File: config.mk
export PLATFORM = sky130hd
export DESIGN_NAME = fetch
export DESIGN_NICKNAME = d
export VERILOG_FILES = /design/src/rtl/isa_pkg.sv /design/src/rtl/pipe_pkg.sv /design/src/rtl/fetch.sv
export SDC_FILE = /design/constraint.sdc
export NUM_CORES = 2
export LEC_CHECK = 0
export BUFFER_PORTS_ARGS = -buffer_cell sky130_fd_sc_hd__buf_2
export CORE_MARGIN = 4
export CORE_UTILIZATION = 62
export CTS_CLUSTER_SIZE = 10
export DETAILED_ROUTE_END_ITERATION = 10
export PLACE_DENSITY = 0.78
export SYNTH_ARGS = -nofsm -noshare
export SYNTH_HDL_FRONTEND = slang
export SYNTH_SLANG_ARGS = --single-unit
export TNS_END_PERCENT = 10
File: constraint.sdc
create_clock -name clk -period 7.69 [get_ports clk]
set_input_delay 0.3845 -clock clk [delete_from_list [all_inputs] [get_ports clk]]
set_output_delay 0.3845 -clock clk [all_outputs]
set_load 0.05 [all_outputs]
File: src/rtl/isa_pkg.sv
package isa_pkg;

   // Machine word and register file
   localparam int XLEN  = 16;
   localparam int NREG  = 8;
   localparam int REG_W = $clog2(NREG);

   // Instruction fields
   localparam int OPC_HI = 15;
   localparam int OPC_LO = 12;
   localparam int RD_LO  = 9;
   localparam int RS_LO  = 6;
   localparam int RT_LO  = 3;

   // Immediate widths, all sign-extended
   localparam int IMM6_W  = 6;
   localparam int IMM9_W  = 9;
   localparam int IMM12_W = 12;

   // Program address as carried down the pipe, wide enough for a jump offset
   localparam int PC_W = IMM12_W;

   // Codes 4'hC to 4'hF are illegal
   typedef enum logic [3:0] {
      OP_NOP  = 4'h0,
      OP_ADD  = 4'h1,
      OP_SUB  = 4'h2,
      OP_AND  = 4'h3,
      OP_XOR  = 4'h4,
      OP_ADDI = 4'h5,
      OP_LD   = 4'h6,
      OP_ST   = 4'h7,
      OP_BEQZ = 4'h8,
      OP_BNEZ = 4'h9,
      OP_J    = 4'hA,
      OP_HALT = 4'hB
   } opcode_e;

   // Loads and stores use ALU_ADD for the address
   typedef enum logic [1:0] {
      ALU_ADD = 2'd0,
      ALU_SUB = 2'd1,
      ALU_AND = 2'd2,
      ALU_XOR = 2'd3
   } alu_op_e;

endpackage

File: src/rtl/pipe_pkg.sv
package pipe_pkg;
   import isa_pkg::*;

   // Fetched word and address of the next one
   typedef struct packed {
      logic [XLEN-1:0] instr;
      logic [PC_W-1:0] pc_inc;
   } if_id_t;

   typedef struct packed {
      alu_op_e          alu_op;
      logic             use_imm;
      logic [XLEN-1:0]  rs_val;
      logic [XLEN-1:0]  op_b;      // rt for ALU ops, rd for stores
      logic [XLEN-1:0]  imm;
      logic [REG_W-1:0] rd;
      logic             reg_write;
      logic             mem_read;
      logic             mem_write;
      logic             halt;
   } id_ex_t;

   typedef struct packed {
      logic [XLEN-1:0]  result;
      logic [XLEN-1:0]  st_val;
      logic [REG_W-1:0] rd;
      logic             reg_write;
      logic             mem_read;
      logic             mem_write;
      logic             halt;
   } ex_mem_t;

   // Result is final here, write-back only steers it
   typedef struct packed {
      logic [XLEN-1:0]  result;
      logic [REG_W-1:0] rd;
      logic             reg_write;
      logic             halt;
   } mem_wb_t;

   typedef struct packed {
      logic             en;
      logic [REG_W-1:0] addr;
      logic [XLEN-1:0]  data;
   } rf_write_t;

endpackage

File: src/rtl/fetch.sv
module fetch
   import isa_pkg::*;
   import pipe_pkg::*;
#(
   parameter int  IMEM_DEPTH = 256,
   localparam int AW         = $clog2(IMEM_DEPTH)
) (
   input  logic            clk,
   input  logic            reset_i,
   input  logic            imem_we_i,
   input  logic [AW-1:0]   imem_addr_i,
   input  logic [XLEN-1:0] imem_data_i,
   input  logic            stall_i,
   input  logic            redirect_i,
   input  logic [PC_W-1:0] target_i,
   output if_id_t          if_id_o,
   output logic            valid_o
);

   logic [XLEN-1:0] imem [IMEM_DEPTH];
   logic [AW-1:0]   pc_q;

   // Program load only while the core is held in reset
   always_ff @(posedge clk) begin
      if (reset_i && imem_we_i) begin
         imem[imem_addr_i] <= imem_data_i;
      end
   end

   always_ff @(posedge clk) begin
      if (reset_i) begin
         pc_q <= '0;
      end else if (redirect_i) begin
         pc_q <= target_i[AW-1:0];
      end else if (!stall_i) begin
         pc_q <= pc_q + 1'b1;
      end
   end

   assign if_id_o.instr  = imem[pc_q];
   assign if_id_o.pc_inc = PC_W'(pc_q) + PC_W'(1);

   // Nothing is fetched while the program is loaded
   assign valid_o = !reset_i;

endmodule

==> results.cfg <==
[outcome]
status = complete, no violations

[timing]
maxSlewHeadroom_pct = 4.84
setup_tns_ns = 0
max_freq_ghz = 0.148
setup_viol = 0
finalHoldViolCount = 0
slew_viol_final = 0
worst_slew_pin_slew_ns = 1.43
post-route-min-period_ns = 6.76
fin_ws_ns = 0.933
skew_ns = 0.00692
rsz0062_at_grt = no
post-route-period-util_pct = 87.9

[drt]
num_vias = 82000
routedWlPerCell_um = 36.4
drt-initial-drc-count = 13700
wirelength_mm = 415
post-route-drc-count = 0
drtPass1Iterations = 8
viasPerCell = 7.18
ant_nets = 0

[setup_path]
path_cells = nand2b_4, buf_4, o221ai_1, a21oi_1, o21ai_0, o21ai_0, or4_1, a211oi_1, buf_2
crit_path_end_kind = primary output
worstSetupStartpointType = flip-flop
crit_top_cell = o21ai_0
worstPathRequired_ns = 7.31
slowest_stage = a211oi_1
crit_family = compound AO/OA/AOI/OAI gates
crit_type = flip-flop to primary output
arrival_ns = 6.37
rr_startpoint = pc_q[0]$_SDFFE_PP0N_
slowest_delay_ns = 1.06
worst-path-buf-inv = 2
critical_path.max_fanout = 53
reg2reg_slack_ns = 4.94
ff2ff_path_depth = 8

[die]
dieArea_sq_mm = 0.265
start_util_pct = 62.5
core_sq_mm = 0.255
row_count = 185
dieHeight_um = 514
die_w_um = 514
io_pins = 70

[synth]
synthAdderAreaFrac_pct = 0.00787
syn_area_sq_mm = 0.159
synthDominantCellAreaShare_pct = 77.4
syn_inst = 7459
yosys.area.top_type = edfxtp_1
ys_ff_latch = 4112
synth-edff-count = 4096
synth_cell_types = 62
synthMuxAreaShare_pct = 15.3
ys.warnings.count = 0
syn-mean-instance-area_sq_um = 21.3
yosys-top-cells-area = edfxtp_1, mux4_2, mux2i_1, o221ai_1, nor2_1
synth_most_common_cell = edfxtp_1
synth_xor_area_share_pct = 0.0551
synthArstFlopShare_pct = 0
synth_top_family_by_area = multiplexers
synth-seq-area-share_pct = 77.6
synth_compound_area_share_pct = 3.37
synthFlopType = edfxtp_1
synthTopCellsByCount = edfxtp_1, mux4_2, mux2i_1, nor2_1, o221ai_1
synth-simple-area-share_pct = 1.95

[cts]
insertion_delay_ns = 0.99
cts.sinks = 4112
cts_setup_buffers = 0
cts_tree = built
cts.hold.buffers_added = 28
htree_num_levels = 5
cts_made_buffers = 464
clkTransAtPathRegs_ns = 0.05
post_cts_resized = 0
clock-root-buffer = clkbuf_16
cts_buffer_depth = 4

[place]
placed_area_sq_mm = 0.164
io_buffers = 62
hpwl_mm = 227
dp_slack_ns = 2.25
routabilityCongestion = 0.911
placed_cells = 10800

[worst_hold_path]
hp-start = imem_data_i[6]
hold_end = imem[149][6]$_DFFE_PP_
min_path_cells = 1
hold_path.class = primary input to flip-flop

[grt]
grt_start_max_net_pins = 189
grt.overflow.total = 0
grt_pass1_wl_mm = 598
antenna_found_initial = 30
grt_usage_pct = 31.6
grt_pass1_vias = 83100

[job]
drv_cap = 0

[pwr]
p_per_area_mw_per_mm2 = 262
p_leak_uw = 0.0545
peakVddDrop_v = 0.000291
design_power_total_uw = 46300

[cells_and_area]
multi_input_area_sq_mm = 0.0330
fin_cells = 11400
fillers = 14400
layout-drive-gt1-share_pct = 22.5
syn2layout_area_growth_pct = 11.3
fin_nets = 8020
regArea_sq_mm = 0.123
finalInstanceArea_sq_mm = 0.177
## state kept, by name, indices dropped and copies added, names as in the netlist, named ones only
register  count
pc_q          8
imem       4096
## power breakdown
part | internal [uW] | switching [uW]
sequential | 24700 | 39.7
clock | 10800 | 7980
combinational | 990 | 1830
## kinds of logic after synthesis
family                     count (synthesis)
AOI/OAI and AO/OA                        769
xor gates and xnor gates                  10
adders and majority gates                  1
buffers and inverters                    455
DFF                                     4112
muxes                                   1432
other                                      1
and+or+nand+nor                          679
## layout by cell type (no fill, tap or decap), types with 11 or more instances in the layout
master	netlist	routed
mux4_2	795	795
buf_2	76	46
nand3_1	29	29
nand4_1	20	20
o22ai_1	173	173
a211oi_1	16	16
nand2_1	57	57
edfxtp_1	4096	4096
nor2_2	0	17
buf_4	55	379
diode_2	0	16
nor2_1	340	322
a221oi_1	18	18
a21oi_1	180	180
mux2i_1	618	618
nor2b_1	12	11
clkbuf_1	195	44
o221ai_1	236	236
o21ai_0	49	49
a22o_1	21	21
nor3_1	140	139
a22oi_1	47	47
mux2_2	18	18
nor4_1	24	24
clkbuf_16	0	468
buf_8	12	14
buf_12	7	28
dlygate4sd3_1	0	28
## layout make-up
cell class | count | area share [%]
diodes | 16 | 0.0226
clock buffers | 512 | 6.71
clock inverters | 16 | 0.137
inverters | 6 | 0.0198
multi-input cells | 2894 | 18.6
flip-flops and latches | 4112 | 69.7
well taps | 3366 | 2.38
repair buffers | 500 | 2.37
## how the worst max path moves through the flow
stage | cells past startpoint | slack, ns | startpoint | to
final | 9 | 0.93 | flip-flop | if_id_o[17]
after global routing | 10 | 1.03 | flip-flop | if_id_o[25]
after CTS | 10 | 1.19 | flip-flop | if_id_o[25]
after detailed placement | 10 | 2.25 | flip-flop | if_id_o[25]
after global placement | 10 | 2.32 | flip-flop | if_id_o[25]
after floorplan | 13 | 3.65 | flip-flop | if_id_o[24]
## routing by layer
metal  track usage, %  part of all wire (%)  vias up
met2             49.3                    48     6415
li1                 -                     -    32300
met5                0                 0.018        -
met4             16.4                   5.9       12
met3             7.23                    12     1115
met1             42.6                    34    42200
## through the flow
step	utilization, %	hold slack, ns
final	69.5	0.0465
after CTS	69.5	0.0217
after global placement	64.6	0.680
after global routing	69.5	0.0629
after detailed placement	64.6	0.677
after floorplan	-	0.483
(Power assumes the default switching activity.)
