**config.mk**
```make
export PLATFORM = sky130hd
export DESIGN_NAME = execute
export DESIGN_NICKNAME = d
export VERILOG_FILES = /design/src/rtl/isa_pkg.sv /design/src/rtl/pipe_pkg.sv /design/src/rtl/execute.sv
export SDC_FILE = /design/constraint.sdc
export NUM_CORES = 1
export LEC_CHECK = 0
export BUFFER_PORTS_ARGS = -buffer_cell sky130_fd_sc_hd__buf_2
export CORE_MARGIN = 4
export CORE_UTILIZATION = 45
export DETAILED_ROUTE_END_ITERATION = 10
export PLACE_DENSITY = 0.81
export SYNTH_ARGS = -nofsm -noshare
export SYNTH_HDL_FRONTEND = slang
export SYNTH_SLANG_ARGS = --single-unit
export TNS_END_PERCENT = 20
```
**constraint.sdc**
```tcl
create_clock -name vclk -period 4.61
set_clock_uncertainty 0.05 [all_clocks]
set_input_delay 0.922 -clock vclk [all_inputs]
set_output_delay 0.922 -clock vclk [all_outputs]
set_load 0.005 [all_outputs]
```
**src/rtl/isa_pkg.sv**
```systemverilog
package isa_pkg;

   // Machine word and register file
   localparam int XLEN  = 16;
   localparam int NREG  = 8;
   localparam int REG_W = $clog2(NREG);

   // Instruction fields
   localparam int OPC_HI = 15;
   localparam int OPC_LO = 12;
   localparam int RD_LO  = 9;
   localparam int RS_LO  = 6;
   localparam int RT_LO  = 3;

   // Immediate widths, all sign-extended
   localparam int IMM6_W  = 6;
   localparam int IMM9_W  = 9;
   localparam int IMM12_W = 12;

   // Program address as carried down the pipe, wide enough for a jump offset
   localparam int PC_W = IMM12_W;

   // Codes 4'hC to 4'hF are illegal
   typedef enum logic [3:0] {
      OP_NOP  = 4'h0,
      OP_ADD  = 4'h1,
      OP_SUB  = 4'h2,
      OP_AND  = 4'h3,
      OP_XOR  = 4'h4,
      OP_ADDI = 4'h5,
      OP_LD   = 4'h6,
      OP_ST   = 4'h7,
      OP_BEQZ = 4'h8,
      OP_BNEZ = 4'h9,
      OP_J    = 4'hA,
      OP_HALT = 4'hB
   } opcode_e;

   // Loads and stores use ALU_ADD for the address
   typedef enum logic [1:0] {
      ALU_ADD = 2'd0,
      ALU_SUB = 2'd1,
      ALU_AND = 2'd2,
      ALU_XOR = 2'd3
   } alu_op_e;

endpackage

```
**src/rtl/pipe_pkg.sv**
```systemverilog
package pipe_pkg;
   import isa_pkg::*;

   // Fetched word and address of the next one
   typedef struct packed {
      logic [XLEN-1:0] instr;
      logic [PC_W-1:0] pc_inc;
   } if_id_t;

   typedef struct packed {
      alu_op_e          alu_op;
      logic             use_imm;
      logic [XLEN-1:0]  rs_val;
      logic [XLEN-1:0]  op_b;      // rt for ALU ops, rd for stores
      logic [XLEN-1:0]  imm;
      logic [REG_W-1:0] rd;
      logic             reg_write;
      logic             mem_read;
      logic             mem_write;
      logic             halt;
   } id_ex_t;

   typedef struct packed {
      logic [XLEN-1:0]  result;
      logic [XLEN-1:0]  st_val;
      logic [REG_W-1:0] rd;
      logic             reg_write;
      logic             mem_read;
      logic             mem_write;
      logic             halt;
   } ex_mem_t;

   // Result is final here, write-back only steers it
   typedef struct packed {
      logic [XLEN-1:0]  result;
      logic [REG_W-1:0] rd;
      logic             reg_write;
      logic             halt;
   } mem_wb_t;

   typedef struct packed {
      logic             en;
      logic [REG_W-1:0] addr;
      logic [XLEN-1:0]  data;
   } rf_write_t;

endpackage

```
**src/rtl/execute.sv**
```systemverilog
module execute
   import isa_pkg::*;
   import pipe_pkg::*;
(
   input  id_ex_t  id_ex_i,
   output ex_mem_t ex_mem_o
);

   logic [XLEN-1:0] op_a;
   logic [XLEN-1:0] op_b;
   logic [XLEN-1:0] alu_out;

   assign op_a = id_ex_i.rs_val;
   assign op_b = id_ex_i.use_imm ? id_ex_i.imm : id_ex_i.op_b;

   // Also forms load and store addresses as base plus offset
   always_comb begin
      case (id_ex_i.alu_op)
         ALU_SUB: alu_out = op_a - op_b;
         ALU_AND: alu_out = op_a & op_b;
         ALU_XOR: alu_out = op_a ^ op_b;
         default: alu_out = op_a + op_b;
      endcase
   end

   assign ex_mem_o.result    = alu_out;
   assign ex_mem_o.st_val    = id_ex_i.op_b;
   assign ex_mem_o.rd        = id_ex_i.rd;
   assign ex_mem_o.reg_write = id_ex_i.reg_write;
   assign ex_mem_o.mem_read  = id_ex_i.mem_read;
   assign ex_mem_o.mem_write = id_ex_i.mem_write;
   assign ex_mem_o.halt      = id_ex_i.halt;

endmodule

```
==> results of run 1 <==
cell families after synthesis:
logic type | share of synthesized area (%)
fa+ha+maj | 20.5
simple gates | 16.1
xor+xnor | 11.0
buf+inv | 13.1
mux | 16.2
compound gates | 23.0
synth_stat cells, types with 2 or more instances:
| cell | n |
|---|---|
| nor2_1 | 15 |
| and3_1 | 2 |
| o31ai_1 | 2 |
| clkbuf_1 | 5 |
| nor3b_1 | 2 |
| a31oi_1 | 2 |
| nand2_1 | 16 |
| ha_1 | 32 |
| nor2b_1 | 3 |
| nand3_1 | 3 |
| xor2_1 | 14 |
| mux2i_1 | 16 |
| o22ai_1 | 2 |
| a21oi_1 | 14 |
| inv_1 | 14 |
| nor3_1 | 8 |
| xnor2_1 | 9 |
| o21ai_0 | 22 |
| o211ai_1 | 5 |
| o211a_1 | 2 |
| buf_2 | 2 |
| o21a_1 | 4 |
| a211oi_1 | 3 |
| mux2_2 | 14 |
| nand2b_1 | 4 |
| buf_4 | 23 |
| a21o_1 | 7 |
repair_timing:
action,4_1_cts,5_1_grt
pin swaps,5,7
setup buffers,1,2
gates resized for setup,17,12
gates cloned,0,0
endpoints found under the setup margin,9,8
per-stage QoR:
step	utilization, %	hold slack [ns]	TNS [ns]	setup WS (ns)
2_1_floorplan	-	1.87	0	0.00942
3_5_place_dp	61.5	1.79	-0.656	-0.221
6_report	64.5	1.79	0	0.0240
4_1_cts	63.2	1.79	-0.0157	-0.0157
3_3_place_gp	61.5	1.79	-0.364	-0.0967
5_1_grt	64.5	1.79	-0.439	-0.128
final cells by class:
type,count,area share (%)
well taps,52,2.30
multi-input cells,221,67.5
inverters,14,1.86
repair buffers,133,28.3
worst max-delay path, stage by stage:
cell	delay, ns
buf_8	0.14
buf_4	0.15
mux2i_2	0.27
o211a_1	0.23
nor2_1	0.06
xnor2_1	0.14
ha_1	0.34
a211o_1	0.32
o2bb2ai_2	0.18
a21oi_2	0.10
a2111oi_4	0.33
xor2_1	0.21
o21ai_1	0.08
buf_2	0.14
power by group through the flow:
stage               combinational [W]  clock (W)  sequential, W
detailed placement           0.000444          0              0
CTS                          0.000462          0              0
floorplan                    0.000276          0              0
finish                       0.000477          0              0
global placement             0.000430          0              0
global route                 0.000526          0              0
final timing paths:
kind | startpoint | endpoint | slack (ns)
worst min-delay path | id_ex_i[1] | ex_mem_o[1] | 1.79
worst max-delay path | id_ex_i[55] | ex_mem_o[38] | 0.02
per-layer routing:
metal | vias to the layer above | routed length [um] | global-route usage (%)
met3 | 8 | 376 | 1.19
met5 | - | 0 | 0
met2 | 65 | 2970 | 36.3
met4 | 0 | 75 | 4.08
met1 | 1046 | 2790 | 28.8
li1 | 1158 | - | -
==> run metrics, run 1 <==
highest fanout seen on the critical path 11; # nets final 461; Switch Pwr about 0.00023 W; DR WL/cell approximately 15 um; Routed WL 6210 um; clock buffers 0; most frequent cells in the layout buf_2, buf_4, ha_1; Static Leakage 1.46 nW; Critical Path RT 3.64 ns; share of the clock period used by the worst path 99.5%; num sequential 0; Hold Crit Class input pin to output pin; Setup-failing EPs final 0; post-synth top area share 19.6%; synthesized area per cell 7.67 um^2; pin count of the biggest net entering global routing 26; switch share 49.0%; cells after synthesis 267; Placed Area 2700 um^2; Pre-Repair DR Iteration Count 4; Peak supply drop a little under 0.09 mV; sequential area share after synthesis 0%; die height 75.4 um; grt total ovfl 0; highest clock rate 218 MHz; CP Class input pin to output pin; mapped cell area 2050 um^2; final instance area 2830 um^2; clock power share 0%; Die W 75.4 um; Worst setup SP type input pin; Storage cell area 0 um^2; max_cap viols 0; yosys warns 0; Final Non-Filler Cells 420; Row Count 24; PD cells 169 nW/um^2; hold depth 0; ranking of synthesized cells by area ha_1, buf_4, mux2i_1, mux2_2, xor2_1; Routed Antenna Nets 0; number of global-route vias before repair 2126; area occupied by multi-input gates 1910 um^2; global placement routability congestion around 0.93; Final Slew Violations 0; Internal 0.000243 W; port bufs 83; total nets after synthesis 358; first-pass GRT wire length a little under 10000 um; post-DR vias/cell 5.42; Worst Path Arrival 3.61 ns; Slew Limit Headroom between 70 and 80%; Least-Margin Pin Slew 0.416 ns; antenna violations before repair 0; unrepaired setup endpoints after global routing true; outcome completed; Inserted Diodes 0; Fill cells 373; ratio of cells with drive above 1 in the final layout 47.6%; Total Power 0.000477 W; CP endpoint kind output pin; placed cell count 417; I/O pin count 97; Hold-fix buffers, CTS 0; Final Hold Fails 0; number of distinct library cells after synthesis 49; GRT Resource Usage Total 21.0%; die area roughly 5700 um^2; post-DP HPWL about 5200 um; Comb power frac 100.0%; detailed-route DRC error count 0; leading area contributor after synthesis ha_1; area delta synth->final 38.1%; commonest non-fill, non-tap cell in the layout buf_2; Initial Util between 40 and 50%; DR vias 2277; drt initial violations 39; post-route minimum period 4.59 ns; part of the power in registers 0%; core region area 4380 um^2
No activity file was read; power rests on OpenSTA's default activity.
==> inputs of run 2 (changes only) <==
--- a/config.mk
+++ b/config.mk
@@ -5,7 +5,7 @@
 export SDC_FILE = /design/constraint.sdc
 export NUM_CORES = 1
 export LEC_CHECK = 0
-export BUFFER_PORTS_ARGS = -buffer_cell sky130_fd_sc_hd__buf_2
+export BUFFER_PORTS_ARGS = -buffer_cell sky130_fd_sc_hd__buf_4
 export CORE_MARGIN = 4
 export CORE_UTILIZATION = 45
 export DETAILED_ROUTE_END_ITERATION = 10
==> run metrics, run 2 (synthesis gave the netlist of run 1 again) <==
Comb power frac 100.0%; pin count of the biggest net entering global routing 19; most frequent cells in the layout buf_4, ha_1, nand2_1; Hold Crit Class input pin to output pin; post-route minimum period 4.60 ns; CP startpoint id_ex_i[55]; clock power share 0%; DR vias ~2400; Row Count 24; DR WL/cell 16.3 um; critical path depth in cells 15; die area between 5000 and 6000 um^2; antenna violations before repair 0; share of the clock period used by the worst path 99.7%; final instance area roughly 3100 um^2; highest clock rate 217 MHz; ratio of cells with drive above 1 in the final layout 47.6%; CP endpoint kind output pin; Worst Setup EP ex_mem_o[38]; Fill cells 326; drt initial violations 81; CP Class input pin to output pin; Static Leakage about 1.6 nW; highest fanout seen on the critical path 6; Internal 0.000274 W; Worst Path Arrival between 3 and 4 ns; outcome completed; clock buffers 0; max_cap viols 0; Setup-failing EPs final 0; Peak supply drop 0.105 mV; Hold-fix buffers, CTS 0; global placement routability congestion roughly 0.93; core region area 4380 um^2; Least-Margin Pin Slew 0.410 ns; most used cell, CP buf_4; area occupied by multi-input gates just under 2000 um^2; port bufs 83; GRT Resource Usage Total 22.3%; Pre-Repair DR Iteration Count 4; commonest non-fill, non-tap cell in the layout buf_4; post-DR vias/cell 5.58; slowest stage delay, CP 0.34 ns; Final Hold Fails 0; num sequential 0; die height between 70 and 80 um; WP buf/inv 4; first-pass GRT wire length 10200 um; Die W 75.4 um; Switch Pwr about 0.00024 W; part of the power in registers 0%; post-DP HPWL 5460 um; unrepaired setup endpoints after global routing true; grt total ovfl 0; PD cells approximately 160 nW/um^2; Initial Util 46.7%; Placed Area 2860 um^2; placed cell count 410; switch share 46.3%; area delta synth->final 53.5%; Critical Path, Cell by Cell bufbuf_16 > buf_12 > nor4_4 > o211ai_1 > or2_4 > o21ai_4 > xor2_2 > ha_1 > buf_4 > a21oi_1 > nor2b_1 > a2111oi_4 > xor2_1 > o21ai_1 > buf_4; Critical Path RT 3.64 ns; Routed WL roughly 7000 um; Inserted Diodes 0; detailed-route DRC error count 0; # nets final approximately 470; Worst setup SP type input pin; Final Non-Filler Cells about 420; Storage cell area 0 um^2; I/O pin count 97; Routed Antenna Nets 0; Crit-path slowest cell a2111oi_4; Slew Limit Headroom 72.6%; Final Slew Violations 0; Largest delay share family, worst path compound AO/OA/AOI/OAI gates; number of global-route vias before repair 2330
## run 2: power groups by stage
stage               clock network (W)  registers, W  logic (W)
floorplan                           0             0   0.000276
global placement                    0             0   0.000455
detailed placement                  0             0   0.000468
CTS                                 0             0   0.000492
global route                        0             0   0.000555
finish                              0             0   0.000510
## run 2: timing repair
item / 4_1_cts / 5_1_grt
gates resized for setup: 20 / 15
setup buffers: 9 / 4
pin swaps: 17 / 16
gates cloned: 1 / 0
endpoints found under the setup margin: 9 / 10
endpoints found under the hold margin: 0 / 0
## run 2: worst min-delay path by stage
stage                from     endpoint  cells past startpoint
2_1_floorplan  id_ex_i[0]  ex_mem_o[0]                      1
3_3_place_gp   id_ex_i[2]  ex_mem_o[2]                      0
3_5_place_dp   id_ex_i[2]  ex_mem_o[2]                      0
4_1_cts        id_ex_i[2]  ex_mem_o[2]                      0
5_1_grt        id_ex_i[0]  ex_mem_o[0]                      0
6_report       id_ex_i[1]  ex_mem_o[1]                      0
## run 2: metal layers
metal | vias up | GRT usage (%) | wire length, um
met5 | - | 0 | 0
met4 | 0 | 3.88 | 61
met3 | 8 | 1.85 | 431
met2 | 72 | 41.6 | 3560
met1 | 1120 | 27.9 | 2870
li1 | 1164 | - | -
## run 2: stage by stage
stage	hold slack, ns	total power (W)	util, %	TNS (ns)	setup slack [ns]
2_1_floorplan	1.87	0.000276	-	0	0.00942
3_3_place_gp	1.79	0.000455	65.3	-0.235	-0.0980
3_5_place_dp	1.79	0.000468	65.3	-0.804	-0.190
4_1_cts	1.79	0.000492	69.6	0	0.0142
5_1_grt	1.79	0.000555	71.7	-0.401	-0.125
6_report	1.79	0.000510	71.7	0	0.0122
## run 2: area by class of cell
type,count,share of cell area [%]
multi-input cells,221,61.9
inverters,14,1.67
repair buffers,137,34.3
well taps,52,2.07
==> inputs of run 3 (changes only) <==
--- a/config.mk
+++ b/config.mk
@@ -7,9 +7,9 @@
 export LEC_CHECK = 0
 export BUFFER_PORTS_ARGS = -buffer_cell sky130_fd_sc_hd__buf_4
 export CORE_MARGIN = 4
-export CORE_UTILIZATION = 45
+export CORE_UTILIZATION = 50
 export DETAILED_ROUTE_END_ITERATION = 10
-export PLACE_DENSITY = 0.81
+export PLACE_DENSITY = 0.85
 export SYNTH_ARGS = -nofsm -noshare
 export SYNTH_HDL_FRONTEND = slang
 export SYNTH_SLANG_ARGS = --single-unit
==> constraint.sdc (replaced) <==
create_clock -name vclk -period 5.5
set_clock_uncertainty 0.05 [all_clocks]
set_input_delay 1.1 -clock vclk [all_inputs]
set_output_delay 1.1 -clock vclk [all_outputs]
set_load 0.005 [all_outputs]
==> run metrics, run 3 (synthesis gave the netlist of run 1 again) <==
Hold Crit Class input pin to output pin; Pre-Repair DR Iteration Count 4; switch share between 40 and 50%; core region area around 3800 um^2; Final Slew Violations 0; post-DR vias/cell 5.67; first-pass GRT wire length 8820 um; Worst Path Arrival 4.07 ns; Worst setup SP type input pin; commonest non-fill, non-tap cell in the layout buf_4; CP endpoint kind output pin; port bufs 83; pin count of the biggest net entering global routing 29; PD cells about 130 nW/um^2; Peak supply drop 0.0996 mV; highest clock rate 192 MHz; die area 5180 um^2; detailed-route DRC error count 0; unrepaired setup endpoints after global routing false; global placement routability congestion 0.849; Fill cells 355; area delta synth->final 25.6%; post-route setup TNS 0 ns; Initial Util 53.9%; Least-Margin Pin Slew 0.402 ns; Internal about 0.00018 W; GR peak layer met2; CP Class input pin to output pin; # nets final 416; post-DP HPWL 4720 um; Slew Limit Headroom ~72%; Final Hold Fails 0; post-route minimum period 5.22 ns; GRT Resource Usage Total approximately 20%; met3 usage around 2.2%; post-route core utilization 67.7%; Switch Pwr 0.000167 W; Setup-failing EPs final 0; clock buffers 0; Row Count 22; clock power share 0%; antenna violations before repair 0; start point of the worst hold path id_ex_i[1]; Die W 72.0 um; highest fanout seen on the critical path 21; Routed WL roughly 5500 um; ratio of cells with drive above 1 in the final layout 34.4%; grt total ovfl 0; DR vias 2104; I/O pin count 97; Hold-fix buffers, CTS 0; part of the power in registers 0%; most frequent cells in the layout buf_4, ha_1, o21ai_0; num sequential 0; Routed Antenna Nets 0; drt initial violations 116; Static Leakage 1.29 nW; M1 GR Usage about 24%; Critical Path RT 4.35 ns; outcome completed; number of global-route vias before repair ~2000; DR WL/cell around 15 um; Comb power frac 100.0%; met2 GRT Util around two fifths; CP startpoint id_ex_i[55]; Storage cell area 0 um^2; share of the clock period used by the worst path about 95%; Inserted Diodes 0; max_cap viols 0; die height 72.0 um
run 3: final cells by class:
type / instances / area [um^2] / share of cell area (%)
inverter: 14 / 52.6 / 2.04
multi-input combinational: 221 / 1790 / 69.8
tap: 48 / 60.1 / 2.34
timing repair buffer: 88 / 664 / 25.8
run 3: what timing repair did:
item | CTS | global route
buffers inserted | 0 | 0
endpoints found under the hold margin | 0 | 0
setup endpoints to repair | 0 | 3
gates resized for setup | 0 | 4
run 3: critical path, cell delays in order:
cell,delay [ns]
buf_6,0.20
mux2i_4,0.28
ha_1,0.22
o211a_1,0.22
nor2_1,0.06
xnor2_1,0.14
ha_1,0.32
a211o_1,0.36
o2bb2ai_1,0.26
a211oi_1,0.12
o41ai_1,0.32
mux2i_1,0.23
o211ai_1,0.10
buf_4,0.14
run 3: layer usage:
metal  wire [um]  part of all wire, %
met1        2200                   40
met2        2810                   51
met3         395                  7.2
met4          76                  1.4
met5           0                    0
run 3: final timing paths:
kind / end / slack [ns] / cells past startpoint
worst max-delay path: ex_mem_o[36] / 0.28 / 14
worst min-delay path: ex_mem_o[1] / 2.15 / 0
run 3: power by group through the flow:
stage	clock, W	combinational, W	sequential, W
final	0	0.000343	0
after CTS	0	0.000341	0
after floorplan	0	0.000222	0
after global placement	0	0.000332	0
after global routing	0	0.000383	0
after detailed placement	0	0.000339	0
run 3: through the flow:
stage	total power (W)	setup WS (ns)	instances	area (um^2)	hold slack, ns
4_1_cts	0.000341	0.223	371	2550	2.15
6_report	0.000343	0.280	371	2570	2.15
3_3_place_gp	0.000332	0.268	371	2550	2.15
2_1_floorplan	0.000222	0.300	267	2050	2.23
5_1_grt	0.000383	0.0237	371	2570	2.15
3_5_place_dp	0.000339	0.235	371	2550	2.15
