[src/rtl/isa_pkg.sv]
package isa_pkg;

   // Machine word and register file
   localparam int XLEN  = 16;
   localparam int NREG  = 8;
   localparam int REG_W = $clog2(NREG);

   // Instruction fields
   localparam int OPC_HI = 15;
   localparam int OPC_LO = 12;
   localparam int RD_LO  = 9;
   localparam int RS_LO  = 6;
   localparam int RT_LO  = 3;

   // Immediate widths, all sign-extended
   localparam int IMM6_W  = 6;
   localparam int IMM9_W  = 9;
   localparam int IMM12_W = 12;

   // Program address as carried down the pipe, wide enough for a jump offset
   localparam int PC_W = IMM12_W;

   // Codes 4'hC to 4'hF are illegal
   typedef enum logic [3:0] {
      OP_NOP  = 4'h0,
      OP_ADD  = 4'h1,
      OP_SUB  = 4'h2,
      OP_AND  = 4'h3,
      OP_XOR  = 4'h4,
      OP_ADDI = 4'h5,
      OP_LD   = 4'h6,
      OP_ST   = 4'h7,
      OP_BEQZ = 4'h8,
      OP_BNEZ = 4'h9,
      OP_J    = 4'hA,
      OP_HALT = 4'hB
   } opcode_e;

   // Loads and stores use ALU_ADD for the address
   typedef enum logic [1:0] {
      ALU_ADD = 2'd0,
      ALU_SUB = 2'd1,
      ALU_AND = 2'd2,
      ALU_XOR = 2'd3
   } alu_op_e;

endpackage

[src/rtl/pipe_pkg.sv]
package pipe_pkg;
   import isa_pkg::*;

   // Fetched word and address of the next one
   typedef struct packed {
      logic [XLEN-1:0] instr;
      logic [PC_W-1:0] pc_inc;
   } if_id_t;

   typedef struct packed {
      alu_op_e          alu_op;
      logic             use_imm;
      logic [XLEN-1:0]  rs_val;
      logic [XLEN-1:0]  op_b;      // rt for ALU ops, rd for stores
      logic [XLEN-1:0]  imm;
      logic [REG_W-1:0] rd;
      logic             reg_write;
      logic             mem_read;
      logic             mem_write;
      logic             halt;
   } id_ex_t;

   typedef struct packed {
      logic [XLEN-1:0]  result;
      logic [XLEN-1:0]  st_val;
      logic [REG_W-1:0] rd;
      logic             reg_write;
      logic             mem_read;
      logic             mem_write;
      logic             halt;
   } ex_mem_t;

   // Result is final here, write-back only steers it
   typedef struct packed {
      logic [XLEN-1:0]  result;
      logic [REG_W-1:0] rd;
      logic             reg_write;
      logic             halt;
   } mem_wb_t;

   typedef struct packed {
      logic             en;
      logic [REG_W-1:0] addr;
      logic [XLEN-1:0]  data;
   } rf_write_t;

endpackage

[src/rtl/decode.sv]
module decode
   import isa_pkg::*;
   import pipe_pkg::*;
(
   input  logic            clk,
   input  logic            reset_i,
   input  logic            valid_i,
   input  if_id_t          if_id_i,
   input  id_ex_t          ex_dst_i,
   input  logic            ex_valid_i,
   input  ex_mem_t         mem_dst_i,
   input  logic            mem_valid_i,
   input  rf_write_t       rf_write_i,
   output id_ex_t          id_ex_o,
   output logic            valid_o,
   output logic            stall_o,
   output logic            flush_o,
   output logic            redirect_o,
   output logic [PC_W-1:0] target_o,
   output logic            err_o
);

   logic [XLEN-1:0]  rf [NREG];
   opcode_e          opc;
   logic [REG_W-1:0] rd;
   logic [REG_W-1:0] rs;
   logic [REG_W-1:0] rt;
   logic [XLEN-1:0]  rd_val;
   logic [XLEN-1:0]  rs_val;
   logic [XLEN-1:0]  rt_val;
   logic             use_rd;
   logic             use_rs;
   logic             use_rt;
   logic             illegal;
   logic             ex_hit;
   logic             mem_hit;
   logic             go;
   logic             taken;
   logic             halted_q;
   logic             err_q;
   logic [PC_W-1:0]  br_off;

   assign opc = opcode_e'(if_id_i.instr[OPC_HI:OPC_LO]);
   assign rd  = if_id_i.instr[RD_LO +: REG_W];
   assign rs  = if_id_i.instr[RS_LO +: REG_W];
   assign rt  = if_id_i.instr[RT_LO +: REG_W];

   always_ff @(posedge clk) begin
      if (reset_i) begin
         for (int i = 0; i < NREG; i++) begin
            rf[i] <= '0;
         end
      end else if (rf_write_i.en) begin
         rf[rf_write_i.addr] <= rf_write_i.data;
      end
   end

   // Write-back value bypassed to same-cycle reads
   assign rd_val = (rf_write_i.en && rf_write_i.addr == rd) ? rf_write_i.data : rf[rd];
   assign rs_val = (rf_write_i.en && rf_write_i.addr == rs) ? rf_write_i.data : rf[rs];
   assign rt_val = (rf_write_i.en && rf_write_i.addr == rt) ? rf_write_i.data : rf[rt];

   always_comb begin
      id_ex_o         = '0;
      id_ex_o.alu_op  = ALU_ADD;
      id_ex_o.rs_val  = rs_val;
      id_ex_o.op_b    = rt_val;
      id_ex_o.imm     = XLEN'(signed'(if_id_i.instr[IMM6_W-1:0]));
      id_ex_o.rd      = rd;
      use_rd          = 1'b0;
      use_rs          = 1'b0;
      use_rt          = 1'b0;
      illegal         = 1'b0;
      case (opc)
         OP_ADD, OP_SUB, OP_AND, OP_XOR: begin
            id_ex_o.reg_write = 1'b1;
            use_rs            = 1'b1;
            use_rt            = 1'b1;
            case (opc)
               OP_SUB:  id_ex_o.alu_op = ALU_SUB;
               OP_AND:  id_ex_o.alu_op = ALU_AND;
               OP_XOR:  id_ex_o.alu_op = ALU_XOR;
               default: id_ex_o.alu_op = ALU_ADD;
            endcase
         end
         OP_ADDI, OP_LD: begin
            id_ex_o.use_imm   = 1'b1;
            id_ex_o.reg_write = 1'b1;
            id_ex_o.mem_read  = (opc == OP_LD);
            use_rs            = 1'b1;
         end
         OP_ST: begin
            id_ex_o.use_imm   = 1'b1;
            id_ex_o.mem_write = 1'b1;
            id_ex_o.op_b      = rd_val;
            use_rs            = 1'b1;
            use_rd            = 1'b1;
         end
         OP_BEQZ, OP_BNEZ: use_rd = 1'b1;
         OP_HALT:          id_ex_o.halt = 1'b1;
         OP_J, OP_NOP: ;
         // Retires as a NOP
         default:          illegal = 1'b1;
      endcase
   end

   // RAW check against instructions not yet in the register file
   assign ex_hit = ex_valid_i && ex_dst_i.reg_write &&
                   ((use_rs && ex_dst_i.rd == rs) || (use_rt && ex_dst_i.rd == rt) ||
                    (use_rd && ex_dst_i.rd == rd));
   assign mem_hit = mem_valid_i && mem_dst_i.reg_write &&
                    ((use_rs && mem_dst_i.rd == rs) || (use_rt && mem_dst_i.rd == rt) ||
                     (use_rd && mem_dst_i.rd == rd));

   // After HALT the front end stays frozen
   assign stall_o = (valid_i && (ex_hit || mem_hit)) || halted_q;
   assign go      = valid_i && !stall_o;
   assign valid_o = go;

   assign taken = go && ((opc == OP_BEQZ && rd_val == '0) ||
                         (opc == OP_BNEZ && rd_val != '0) || opc == OP_J);

   assign br_off = (opc == OP_J) ? PC_W'(signed'(if_id_i.instr[IMM12_W-1:0]))
                                 : PC_W'(signed'(if_id_i.instr[IMM9_W-1:0]));

   assign target_o   = if_id_i.pc_inc + br_off;
   assign redirect_o = taken;
   assign flush_o    = taken || (go && opc == OP_HALT);

   always_ff @(posedge clk) begin
      if (reset_i) begin
         halted_q <= 1'b0;
         err_q    <= 1'b0;
      end else begin
         if (go && opc == OP_HALT) begin
            halted_q <= 1'b1;
         end
         if (go && illegal) begin
            err_q <= 1'b1;
         end
      end
   end

   assign err_o = err_q;

endmodule

[config.mk]
export PLATFORM = sky130hd
export DESIGN_NAME = decode
export DESIGN_NICKNAME = d
export VERILOG_FILES = /design/src/rtl/isa_pkg.sv /design/src/rtl/pipe_pkg.sv /design/src/rtl/decode.sv
export SDC_FILE = /design/constraint.sdc
export NUM_CORES = 1
export LEC_CHECK = 0
export BUFFER_PORTS_ARGS = -buffer_cell sky130_fd_sc_hd__buf_2
export CORE_MARGIN = 4
export CORE_UTILIZATION = 30
export DETAILED_ROUTE_END_ITERATION = 6
export PLACE_DENSITY_LB_ADDON = 0.2
export SYNTH_ARGS = -nofsm -noshare
export SYNTH_HDL_FRONTEND = slang
export SYNTH_SLANG_ARGS = --single-unit
[constraint.sdc]
create_clock -name clk -period 4.4 [get_ports clk]
set_input_delay 0 -clock clk [delete_from_list [all_inputs] [get_ports clk]]
set_output_delay 0 -clock clk [all_outputs]
set_load 0.01 [all_outputs]
==> results of run 1 <==
[how the worst max path moves through the flow]
stage	start	to	slack [ps]	cells past startpoint
after detailed placement	if_id_i[21]	flush_o	1470	10
after CTS	rf[7][3]	redirect_o	1360	8
after global routing	rf[2][2]	flush_o	1250	8
after global placement	if_id_i[21]	redirect_o	1440	10
after floorplan	if_id_i[22]	redirect_o	2330	9
final	rf[1][2]	redirect_o	1350	8
[placed cells by master, fill, tap and decap left out, types with 21 or more instances in the layout]
cell / instances
sky130_fd_sc_hd__buf_2: 135
sky130_fd_sc_hd__and2_1: 129
sky130_fd_sc_hd__edfxtp_1: 128
sky130_fd_sc_hd__mux4_2: 96
sky130_fd_sc_hd__mux2i_1: 48
sky130_fd_sc_hd__nor2_1: 31
sky130_fd_sc_hd__a21oi_1: 26
sky130_fd_sc_hd__nand2_1: 26
sky130_fd_sc_hd__xnor2_1: 23
sky130_fd_sc_hd__o21ai_0: 21
sky130_fd_sc_hd__buf_4: 21
[layer usage]
metal / track usage (%) / part of all wire [%] / up-vias
met5: 0 / 0 / -
met4: 3.98 / 1.4 / 0
met3: 2.94 / 5.0 / 31
met2: 30.8 / 50 / 184
met1: 22.4 / 43 / 3342
li1: - / - / 3068
[area by class of cell]
type,count,area (sq um),share of cell area [%]
clock buffers,17,425,3.80
clock inverters,14,200,1.79
inverters,10,37.5,0.335
multi-input cells,534,5230,46.7
flip-flops and latches,130,3880,34.7
well taps,402,503,4.50
repair buffers,163,913,8.16
[where the power goes]
part | switching (mW) | internal, mW | total (mW)
combinational | 0.440 | 0.382 | 0.821
sequential | 0.0487 | 1.44 | 1.49
clock | 0.564 | 0.954 | 1.52
total | 1.05 | 2.78 | 3.83
[repair_timing]
action	CTS	global route
hold buffers	6	0
hold endpoints to repair	29	0
endpoints found under the setup margin	0	0
[metrics by stage]
step | total power, mW | util, % | area (sq um) | setup slack, ps | hold slack (ps)
after floorplan | 2.06 | - | 9580 | 2330 | 91.8
after global placement | 2.34 | 33.3 | 10500 | 1440 | 206
after detailed placement | 2.34 | 33.3 | 10500 | 1470 | 207
after CTS | 3.86 | 35.5 | 11200 | 1360 | 0.545
after global routing | 3.99 | 35.5 | 11200 | 1250 | 8.68
final | 3.83 | 35.5 | 11200 | 1350 | 3.64
[kinds of logic after synthesis]
kind of cell               Yosys count  share of synthesized area, %
buffers and inverters              102                          5.07
xor gates and xnor gates            38                          3.47
DFF                                130                          40.5
muxes                              160                          29.5
and+or+nand+nor                    239                          14.2
adders and majority gates           12                          1.64
AOI/OAI and AO/OA                   85                          5.61
[flip-flops by register name (all words and copies together), names as in the netlist]
name,count
rf,128
err_o,1
halted_q,1
==> impl_summary.log, run 1 <==
[metrics] fraction of post-synthesis cell area in the top cell type by area: 40.1%
[metrics] critical path's largest stage delay: 470 ps
[metrics] count of warnings emitted by yosys: 0
[metrics] Starting Density: 30.4%
[metrics] total routing usage reported by global routing: 17.4%
[metrics] via count of the first global-routing pass: 6794
[metrics] Slew headroom: 27.3%
[metrics] most instantiated cells after synthesis: 129 x sky130_fd_sc_hd__and2_1, 128 x sky130_fd_sc_hd__edfxtp_1, 96 x sky130_fd_sc_hd__mux4_2
[metrics] Hold Path Sink: rf[6][7]
[metrics] type of the most critical hold path: primary input to flop
[metrics] Gates resized, CTS repair: 0
[metrics] worst clock skew: 0.0743 ps
[metrics] highest attainable clock frequency: 0.328 GHz
[metrics] vertical die dimension: 187 microns
[metrics] endpoints failing hold: 0
[metrics] level count of the clock H-tree: 4
[metrics] top-count cell post-synth: sky130_fd_sc_hd__and2_1
[metrics] maximum root-to-sink buffer count: 2
[metrics] CTS sink count: 130
[metrics] Area growth syn-to-layout: 16.7%
[metrics] number of CTS-inserted buffers: 17
[metrics] worst hold path depth: 2
[metrics] mean routed wirelength per cell: 24.0 microns
[metrics] Setup TNS: 0 ps
[metrics] setup fix buffers added after clock tree synthesis: 0
[metrics] run status: finished, final reports clean
[metrics] number of antenna violations at the first check in global routing: 0
[metrics] total leakage power: 4.31 nW
[metrics] port buffer count: 135
[metrics] remaining antenna violation count: 0
[metrics] layout cell share with drive strength beyond 1: 37.0%
[metrics] Filler cells: 3105
[metrics] data arrival time of the critical path: 3050 ps
[metrics] Synth async-reset ratio: 0%
[metrics] total length of routed wires: 30400 microns
[metrics] site row count: 65
[metrics] HP Start: rf_write_i[7]
[metrics] prevailing post-synth register cell: sky130_fd_sc_hd__edfxtp_1
[metrics] count of maximum capacitance violations: 0
[metrics] clock latency on the worst-skew pair: 420 ps
[metrics] count of distinct cell types in the synthesized netlist: 49
[metrics] I/O pin cnt: 225
[metrics] critical path startpoint category: flop
[metrics] Peak supply drop: 0.000262 V
[metrics] final worst path period need: 3050 ps
[metrics] Final setup viols: 0
[metrics] die width: 187 microns
[metrics] via count of the routed design: 6625
[metrics] count of TritonRoute iterations in the first routing pass: 5
[metrics] number of flip-flops and latches in the synthesized netlist: 130
[metrics] Post-synth EDFFs: 128
[metrics] routability cong.: 0.776
[metrics] Final HPWL DP: 18800 microns
[metrics] ordered list of cells on the worst path: mux4_2 -> mux2_2 -> mux2i_1 -> nand4_1 -> o41ai_2 -> xnor2_1 -> nor2_1 -> buf_2
[metrics] Post-Synthesis Mean Instance Area: 12.5 sq um
[metrics] Total Die Area: 34900 sq um
[metrics] FF-to-FF setup slack: 2830 ps
[metrics] number of violations reported at the end of detailed-routing iteration 0: 408
[metrics] core footprint: 31600 sq um
[metrics] synthesized instance count: 766
[metrics] total placed cells including tap cells: 1233
[metrics] CTS tree: done
[metrics] number of cell instances on the worst register-to-register path: 4
[metrics] transition time of the tightest slew-check pin: 1090 ps
[metrics] dominant cell type by area after synthesis: sky130_fd_sc_hd__edfxtp_1
[metrics] dominant delay contributor by cell family on the critical path: multiplexers
[metrics] aggregate global routing overflow: 0
[metrics] Post-Synthesis Cell Area: 9580 sq um
[metrics] Reg-to-Reg End: err_o
[metrics] DRC viols: 0
[metrics] pwr/cell area: 342 nW/um^2
[metrics] critical path buffer and inverter count: 1
[metrics] largest driver fanout on the critical path: 3
[metrics] required arrival time at the worst endpoint: 4400 ps
[metrics] Period Utilization, post-route: 69.2%
[metrics] R2R Path Start: halted_q
[metrics] final net count: 1018
[metrics] root buf cell: sky130_fd_sc_hd__clkbuf_16
[metrics] global-route wire length before repair: 45100 microns
[metrics] register area share after synthesis: 40.5%
[metrics] # diodes: 0
[metrics] number of nets in the synthesized netlist: 928
[metrics] cell with the largest stage delay on the worst path: sky130_fd_sc_hd__mux4_2
[metrics] maximum number of pins on one net before global-route repair: 37
[metrics] setup repair after global routing missed its margin: no
[metrics] CP Capture Type: primary output
[metrics] number of max-slew violations in the final report: 0
[metrics] non-filler cells in the finished layout: 1270
[metrics] Synth area leaders: sky130_fd_sc_hd__edfxtp_1 40%, sky130_fd_sc_hd__mux4_2 23%, sky130_fd_sc_hd__and2_1 8.4%
[metrics] Crit Path Class: flop to primary output
[metrics] clock slew at the register clock pins of the worst setup and hold paths: 60 ps
[metrics] Via density: 5.22
(Power assumes the default switching activity.)
==> run 2: changes to the inputs <==
--- a/config.mk
+++ b/config.mk
@@ -5,6 +5,7 @@
 export SDC_FILE = /design/constraint.sdc
 export NUM_CORES = 1
 export LEC_CHECK = 0
+export ABC_AREA = 1
 export BUFFER_PORTS_ARGS = -buffer_cell sky130_fd_sc_hd__buf_2
 export CORE_MARGIN = 4
 export CORE_UTILIZATION = 30
==> constraint.sdc (replaced) <==
create_clock -name clk -period 2.61 [get_ports clk]
set_input_delay 0 -clock clk [delete_from_list [all_inputs] [get_ports clk]]
set_output_delay 0 -clock clk [all_outputs]
set_load 0.01 [all_outputs]
==> run 2 against run 1 <==
Effect of this change:
- clock skew is essentially flat
- die area grew 2.0%
- synthesized area grew 2.1%
- clock-buffer cell count grew 1
- power grew 60%
- critical path depth grew 7
- synthesized cell count grew 80%
- hold slack gained 33 ps
- global-route usage grew 4.7 points
- first-iteration DRC count grew to 3.0 times the previous value
- critical path type unchanged
- largest power group is now registers
==> impl_summary.log, run 2 <==
[metrics] run status: finished, final reports clean
[metrics] pwr/cell area: 535 nW/um^2 (+56%)
[metrics] prevailing post-synth register cell: sky130_fd_sc_hd__edfxtp_1
[metrics] mean routed wirelength per cell: 20.8 microns (-13%)
[metrics] Setup TNS: 0 ps (unchanged)
[metrics] number of cell instances on the worst register-to-register path: 6 (+2)
[metrics] number of antenna violations at the first check in global routing: 0 (unchanged)
[metrics] setup repair after global routing missed its margin: no
[metrics] required arrival time at the worst endpoint: 2610 ps (-1790 ps)
[metrics] Post-Synthesis Mean Instance Area: 7.09 sq um (-43%)
[metrics] global-route wire length before repair: 59700 microns (+32%)
[metrics] die width: 189 microns (+1.0%)
[metrics] leading cell type in the layout, fill and taps excluded: sky130_fd_sc_hd__nand2_1
[metrics] layout cell share with drive strength beyond 1: 15.2% (-22 points)
[metrics] Slew headroom: 53.5% (+26 points)
[metrics] number of violations reported at the end of detailed-routing iteration 0: 1234 (+200%)
[metrics] final net count: 1645 (+62%)
[metrics] adder and majority gate portion of the synthesized area: 1.61% (-0.034 points)
[metrics] non-filler cells in the finished layout: 1931 (+52%)
[metrics] worst clock skew: 0.0434 ps (-0.0309 ps)
[metrics] register area share after synthesis: 39.7% (-0.84 points)
[metrics] total placed cells including tap cells: 1895 (+54%)
[metrics] endpoints failing hold: 0 (unchanged)
[metrics] synthesized-area fraction occupied by ao, oa, aoi and oai cells: 21.8% (+16 points)
[metrics] core footprint: 31900 sq um (+1.0%)
[metrics] maximum root-to-sink buffer count: 2 (unchanged)
[metrics] level count of the clock H-tree: 4 (unchanged)
[metrics] worst hold path depth: 5 (+3)
[metrics] transition time of the tightest slew-check pin: 696 ps (-391 ps)
[metrics] critical path startpoint category: flop
[metrics] final hold slack: 37.0 ps (+33.4 ps)
[metrics] total routing usage reported by global routing: 22.1% (+4.7 points)
[metrics] total leakage power: 4.94 nW (+15%)
[metrics] Reg with most FFs: rf
[metrics] port buffer count: 135 (unchanged)
[metrics] Crit Path Class: flop to primary output
[metrics] xor and xnor fraction of the mapped netlist area: 2.68% (-0.79 points)
[metrics] Filler cells: 3418 (+10%)
[metrics] Starting Density: 30.7% (+0.33 points)
[metrics] Via density: 5.35 (+2.6%)
[metrics] via count of the first global-routing pass: 9810 (+44%)
[metrics] ordered list of cells on the worst path: inv_1 -> a21oi_1 -> o21ai_0 -> nand3_1 -> nand3_1 -> nand2_1 -> nor2_1 -> nand2_1 -> nor2_2 -> nand2_1 -> nand2_1 -> nand3_1 -> nand2_1 -> nand2_1 -> buf_2
[metrics] # diodes: 0 (unchanged)
[metrics] critical path's largest stage delay: 360 ps (-110 ps)
[metrics] mux cell area share after synthesis: 0% (-29 points)
[metrics] count of warnings emitted by yosys: 0 (unchanged)
[metrics] dominant cell type by area after synthesis: sky130_fd_sc_hd__edfxtp_1
[metrics] Synth async-reset ratio: 0% (unchanged)
[metrics] CTS sink count: 130 (unchanged)
[metrics] Post-Synthesis Cell Area: 9790 sq um (+2.1%)
[metrics] Post-Synth Simple-Gate Area: 22.7% (+8.5 points)
[metrics] final core utilization: 36.0% (+0.54 points)
[metrics] number of flip-flops and latches in the synthesized netlist: 130 (unchanged)
[metrics] number of flip-flops under the largest register name: 128 (unchanged)
[metrics] data arrival time of the critical path: 2350 ps (-700 ps)
[metrics] clock latency on the worst-skew pair: 420 ps (about the same)
[metrics] Period Utilization, post-route: 90.2%
[metrics] Total Die Area: 35600 sq um (+2.0%)
[metrics] Peak supply drop: 0.000464 V (+78%)
[metrics] remaining antenna violation count: 0 (unchanged)
[metrics] largest driver fanout on the critical path: 3 (unchanged)
[metrics] via count of the routed design: 10300 (+56%)
[metrics] routability cong.: 0.883 (+14%)
[metrics] cell with the largest stage delay on the worst path: sky130_fd_sc_hd__edfxtp_1
[metrics] I/O pin cnt: 225 (unchanged)
[metrics] setup fix buffers added after clock tree synthesis: 0 (unchanged)
[metrics] largest family of logic cells by synthesized area: simple AND/OR/NAND/NOR gates
[metrics] CTS tree: done
[metrics] Final setup viols: 0 (unchanged)
[metrics] Final HPWL DP: 26400 microns (+41%)
[metrics] DRC viols: 0 (unchanged)
[metrics] Post-synth EDFFs: 128 (unchanged)
[metrics] fraction of post-synthesis cell area in the top cell type by area: 39.3% (-0.84 points)
[metrics] most frequent cells in the layout: 248 x sky130_fd_sc_hd__nand2_1, 196 x sky130_fd_sc_hd__o21ai_0, 193 x sky130_fd_sc_hd__nor2_1, 161 x sky130_fd_sc_hd__a21oi_1, 134 x sky130_fd_sc_hd__buf_2
[metrics] highest attainable clock frequency: 0.425 GHz
[metrics] number of CTS-inserted buffers: 17 (unchanged)
[metrics] site row count: 65 (unchanged)
[metrics] Area growth syn-to-layout: 17.2%
[metrics] synthesized instance count: 1381 (+80%)
[metrics] most instantiated cells after synthesis: 248 x sky130_fd_sc_hd__nand2_1, 196 x sky130_fd_sc_hd__o21ai_0, 194 x sky130_fd_sc_hd__nor2_1
[metrics] vertical die dimension: 189 microns (+1.0%)
[metrics] count of maximum capacitance violations: 0 (unchanged)
[metrics] CP Capture Type: primary output
[metrics] clock slew at the register clock pins of the worst setup and hold paths: 60 ps (about the same)
[metrics] type of the most critical hold path: primary input to flop
[metrics] most used cell, CP: sky130_fd_sc_hd__nand2_1
[metrics] number of max-slew violations in the final report: 0 (unchanged)
[metrics] total power after layout: 6.14 mW (+60%)
[metrics] final worst path period need: 2350 ps
[metrics] total length of routed wires: 40100 microns (+32%)
[metrics] Synth area leaders: sky130_fd_sc_hd__edfxtp_1 39%, sky130_fd_sc_hd__o21ai_0 10%, sky130_fd_sc_hd__nand2_1 9.5%
[metrics] number of nets in the synthesized netlist: 1543 (+66%)
[metrics] count of TritonRoute iterations in the first routing pass: 5 (unchanged)
[metrics] root buf cell: sky130_fd_sc_hd__clkbuf_16
[metrics] count of distinct cell types in the synthesized netlist: 29 (-41%)
[metrics] top-count cell post-synth: sky130_fd_sc_hd__nand2_1
[metrics] maximum number of pins on one net before global-route repair: 52 (+41%)
[metrics] aggregate global routing overflow: 0 (unchanged)
[run 2: cell types whose count changed after synthesis, moves of 113 or more]
cell / change
sky130_fd_sc_hd__nand2_1: +222
sky130_fd_sc_hd__and2_1: -129
sky130_fd_sc_hd__nor2_1: +163
sky130_fd_sc_hd__a21oi_1: +135
sky130_fd_sc_hd__o21ai_0: +175
sky130_fd_sc_hd__inv_1: +113
[run 2: area by class of cell]
cell class / instances / area [sq um] / share of cell area, %
Clock buffer: 18 / 429 / 3.74
Clock inverter: 14 / 92.6 / 0.807
Inverter: 146 / 551 / 4.80
Multi-Input combinational cell: 995 / 4790 / 41.7
Sequential cell: 130 / 3880 / 33.8
Tap cell: 435 / 544 / 4.74
Timing Repair Buffer: 193 / 1190 / 10.3
[run 2: final timing paths]
path                            startpoint       end  slack [ps]
worst max-delay path              rf[1][8]   flush_o         260
worst min-delay path               valid_i  halted_q          40
worst max register to register    halted_q     err_o        1200
worst min register to register    halted_q  halted_q         500
[run 2: cell families (layout without fill, tap and decap cells)]
kind of cell               Yosys count  after routing
and+or+nand+nor                    551            551
AOI/OAI and AO/OA                  402            402
buffers and inverters              256            371
DFF                                130            130
xor gates and xnor gates            30             30
adders and majority gates           12             12
[run 2: worst max-delay path: cells and delay by family (launching register included)]
family / cells / cell delay (ps)
simple gates: 11 / 1170
flops: 1 / 360
buf+inv: 2 / 220
compound gates: 2 / 150
[run 2: per-layer routing]
metal / share of wire [%] / global-route usage (%)
met2: 44 / 35.4
met5: 0 / 0
met3: 9.6 / 4.19
met1: 43 / 29.8
met4: 3.7 / 8.46
[run 2: repair_timing]
item / CTS / global route
resized for setup: 0 / 2
hold buffers: 4 / 0
endpoints found under the hold margin: 2 / 0
setup endpoints to repair: 0 / 2
[run 2: where the power goes]
| part | total, mW | switching [mW] | internal, mW | leakage, nW |
|---|---|---|---|---|
| Sequential | 2.50 | 0.0715 | 2.43 | 1.24 |
| Combinational | 1.48 | 0.994 | 0.486 | 3.46 |
| Clock | 2.16 | 0.962 | 1.20 | 0.237 |
| Total | 6.14 | 2.03 | 4.11 | 4.94 |
[run 2: per-stage QoR]
step / cell area, sq um / worst slack [ps]
2_1_floorplan: 9790 / 871
3_3_place_gp: 10900 / 393
3_5_place_dp: 10900 / 432
4_1_cts: 11500 / 189
5_1_grt: 11500 / 2.04
6_report: 11500 / 255
==> run 3: changes to the inputs <==
--- a/config.mk
+++ b/config.mk
@@ -9,6 +9,7 @@
 export BUFFER_PORTS_ARGS = -buffer_cell sky130_fd_sc_hd__buf_2
 export CORE_MARGIN = 4
 export CORE_UTILIZATION = 30
+export CTS_BUF_LIST = sky130_fd_sc_hd__clkbuf_8
 export DETAILED_ROUTE_END_ITERATION = 6
 export PLACE_DENSITY_LB_ADDON = 0.2
 export SYNTH_ARGS = -nofsm -noshare
==> run 3 against run 2 <==
Effect of this change:
- clock power down 30%
- first-iteration DRC count fell by 5.2%
- non-clock buffer count increased by 1
- sequential power barely moved
- combinational power about the same
- wire length barely moved
- clock-buffer cell count shrank 1
- power shrank 11%
- final cell count about the same
- global-route usage fell by 0.063 points
- flip-flop and latch count did not move
- setup slack improved by 31 ps
- critical path type unchanged
- largest power group unchanged
==> impl_summary.log, run 3 (synthesis gave the netlist of run 2 again) <==
[metrics] # diodes: 0 (unchanged)
[metrics] Peak supply drop: 0.000238 V (-49%)
[metrics] non-filler cells in the finished layout: 1932 (+0.052%)
[metrics] I/O pin cnt: 225 (unchanged)
[metrics] number of antenna violations at the first check in global routing: 0 (unchanged)
[metrics] final core utilization: 35.4% (-0.55 points)
[metrics] count of maximum capacitance violations: 0 (unchanged)
[metrics] Reg with most FFs: rf
[metrics] layout cell share with drive strength beyond 1: 15.4% (+0.12 points)
[metrics] pwr/cell area: 485 nW/um^2 (-9.3%)
[metrics] Period Utilization, post-route: 89.0% (-1.2 points)
[metrics] type of the most critical hold path: primary input to flop
[metrics] leading cell type in the layout, fill and taps excluded: sky130_fd_sc_hd__nand2_1
[metrics] total placed cells including tap cells: 1895 (unchanged)
[metrics] most used cell, CP: sky130_fd_sc_hd__nand2_1
[metrics] clock latency on the worst-skew pair: 440 ps (+20 ps)
[metrics] mean routed wirelength per cell: 20.8 microns (-0.11%)
[metrics] worst clock skew: 0.0394 ps (-0.00400 ps)
[metrics] maximum root-to-sink buffer count: 2 (unchanged)
[metrics] final net count: 1646 (+0.061%)
[metrics] required arrival time at the worst endpoint: 2610 ps (about the same)
[metrics] Final setup viols: 0 (unchanged)
[metrics] cell with the largest stage delay on the worst path: sky130_fd_sc_hd__edfxtp_1
[metrics] total power after layout: 5.48 mW (-11%)
[metrics] Filler cells: 3443 (+0.73%)
[metrics] DRC viols: 0 (unchanged)
[metrics] root buf cell: sky130_fd_sc_hd__clkbuf_8
[metrics] total leakage power: 4.86 nW (-1.6%)
[metrics] remaining antenna violation count: 0 (unchanged)
[metrics] CTS tree: done
[metrics] transition time of the tightest slew-check pin: 700 ps (+3.63 ps)
[metrics] die width: 189 microns (unchanged)
[metrics] level count of the clock H-tree: 4 (unchanged)
[metrics] maximum number of pins on one net before global-route repair: 52 (unchanged)
[metrics] setup fix buffers added after clock tree synthesis: 0 (unchanged)
[metrics] endpoints failing hold: 0 (unchanged)
[metrics] largest driver fanout on the critical path: 3 (unchanged)
[metrics] critical path's largest stage delay: 370 ps (about the same)
[metrics] Setup TNS: 0 ps (unchanged)
[metrics] global-route wire length before repair: 59700 microns (about the same)
[metrics] port buffer count: 135 (unchanged)
[metrics] core footprint: 31900 sq um (unchanged)
[metrics] via count of the first global-routing pass: 9796 (-0.14%)
[metrics] CP Capture Type: primary output
[metrics] ordered list of cells on the worst path: inv_1 -> a21oi_1 -> o21ai_0 -> nand3_1 -> nand3_1 -> nand2_1 -> nor2_1 -> nand2_2 -> nor2_2 -> nand2_1 -> nand2_1 -> nand3_1 -> nand2_1 -> nand2_1 -> buf_2
[metrics] aggregate global routing overflow: 0 (unchanged)
[metrics] run status: finished, final reports clean
[metrics] Final HPWL DP: 26400 microns (unchanged)
[metrics] Total Die Area: 35600 sq um (unchanged)
[metrics] vertical die dimension: 189 microns (unchanged)
[metrics] Crit Path Class: flop to primary output
[metrics] most frequent cells in the layout: 246 x sky130_fd_sc_hd__nand2_1, 196 x sky130_fd_sc_hd__o21ai_0, 193 x sky130_fd_sc_hd__nor2_1, 161 x sky130_fd_sc_hd__a21oi_1, 134 x sky130_fd_sc_hd__buf_2
[metrics] clock slew at the register clock pins of the worst setup and hold paths: 80 ps (+20 ps)
[metrics] highest attainable clock frequency: 0.430 GHz (+1.3%)
[metrics] Starting Density: 30.7% (unchanged)
[metrics] critical path buffer and inverter count: 2 (unchanged)
[metrics] Via density: 5.36 (+0.27%)
[metrics] via count of the routed design: 10400 (+0.32%)
[metrics] number of CTS-inserted buffers: 17 (unchanged)
[metrics] setup repair after global routing missed its margin: no
[metrics] number of violations reported at the end of detailed-routing iteration 0: 1170 (-5.2%)
[metrics] total routing usage reported by global routing: 22.1% (-0.063 points)
[metrics] total length of routed wires: 40100 microns (about the same)
[metrics] CTS sink count: 130 (unchanged)
[metrics] count of TritonRoute iterations in the first routing pass: 5 (unchanged)
[metrics] number of flip-flops under the largest register name: 128 (unchanged)
[metrics] routability cong.: 0.883 (unchanged)
[metrics] Area growth syn-to-layout: 15.4%
[metrics] Slew headroom: 53.0% (-0.48 points)
[metrics] critical path startpoint category: flop
[metrics] final worst path period need: 2320 ps (-31.0 ps)
[metrics] data arrival time of the critical path: 2320 ps (-30 ps)
[metrics] dominant delay contributor by cell family on the critical path: simple AND/OR/NAND/NOR gates
[metrics] site row count: 65 (unchanged)
[metrics] number of max-slew violations in the final report: 0 (unchanged)
==> run 3: cell type report <==
class                   count  area (sq um)  area share (%)
multi-input cells         995          4790            42.4
flip-flops and latches    130          3880            34.4
repair buffers            194          1200            10.6
inverters                 146           551            4.87
well taps                 435           544            4.82
clock buffers              17           234            2.07
clock inverters            15          96.3           0.853
==> run 3: worst min-delay path, stage by stage <==
cell and delay [ps]:
sky130_fd_sc_hd__buf_2 110, sky130_fd_sc_hd__clkinv_1 150, sky130_fd_sc_hd__nor2_1 70
==> run 3: repair_timing <==
| action | in CTS | in global routing |
|---|---|---|
| endpoints found under the hold margin | 2 | 0 |
| hold buffers | 5 | 0 |
| resized for setup | 0 | 4 |
| setup endpoints to repair | 0 | 2 |
==> run 3: stage by stage <==
step                setup slack [ps]  hold WS [ps]  instance area (sq um)
floorplan                        871          50.7                   9790
global placement                 393           198                  10900
detailed placement               432           207                  10900
CTS                              152          33.9                  11300
global route                    18.1          57.5                  11300
finish                           286          56.9                  11300
==> run 3: path summary, 6_finish.rpt <==
| kind | from | cells past startpoint | slack (ps) | endpoint |
|---|---|---|---|---|
| worst max register to register | halted_q | 6 | 1170 | halted_q |
| worst max-delay path | rf[1][8] | 15 | 290 | flush_o |
| worst min register to register | halted_q | 2 | 500 | halted_q |
| worst min-delay path | rf_write_i[12] | 3 | 60 | rf[4][12] |
==> run 3: where the power goes <==
| part | internal (mW) | switching (mW) |
|---|---|---|
| Sequential | 2.42 | 0.0711 |
| Clock | 0.641 | 0.864 |
| Combinational | 0.486 | 0.998 |
==> run 3: layer usage <==
layer  share of wire [%]  track usage (%)  wire length (microns)  up-vias
met4                 3.6             8.02                   1440        0
met1                  42             29.8                  16900     4861
met2                  44             35.3                  17700      580
met5                   0                0                      0        -
met3                  10             4.35                   4080       82
li1                    -                -                      -     4842
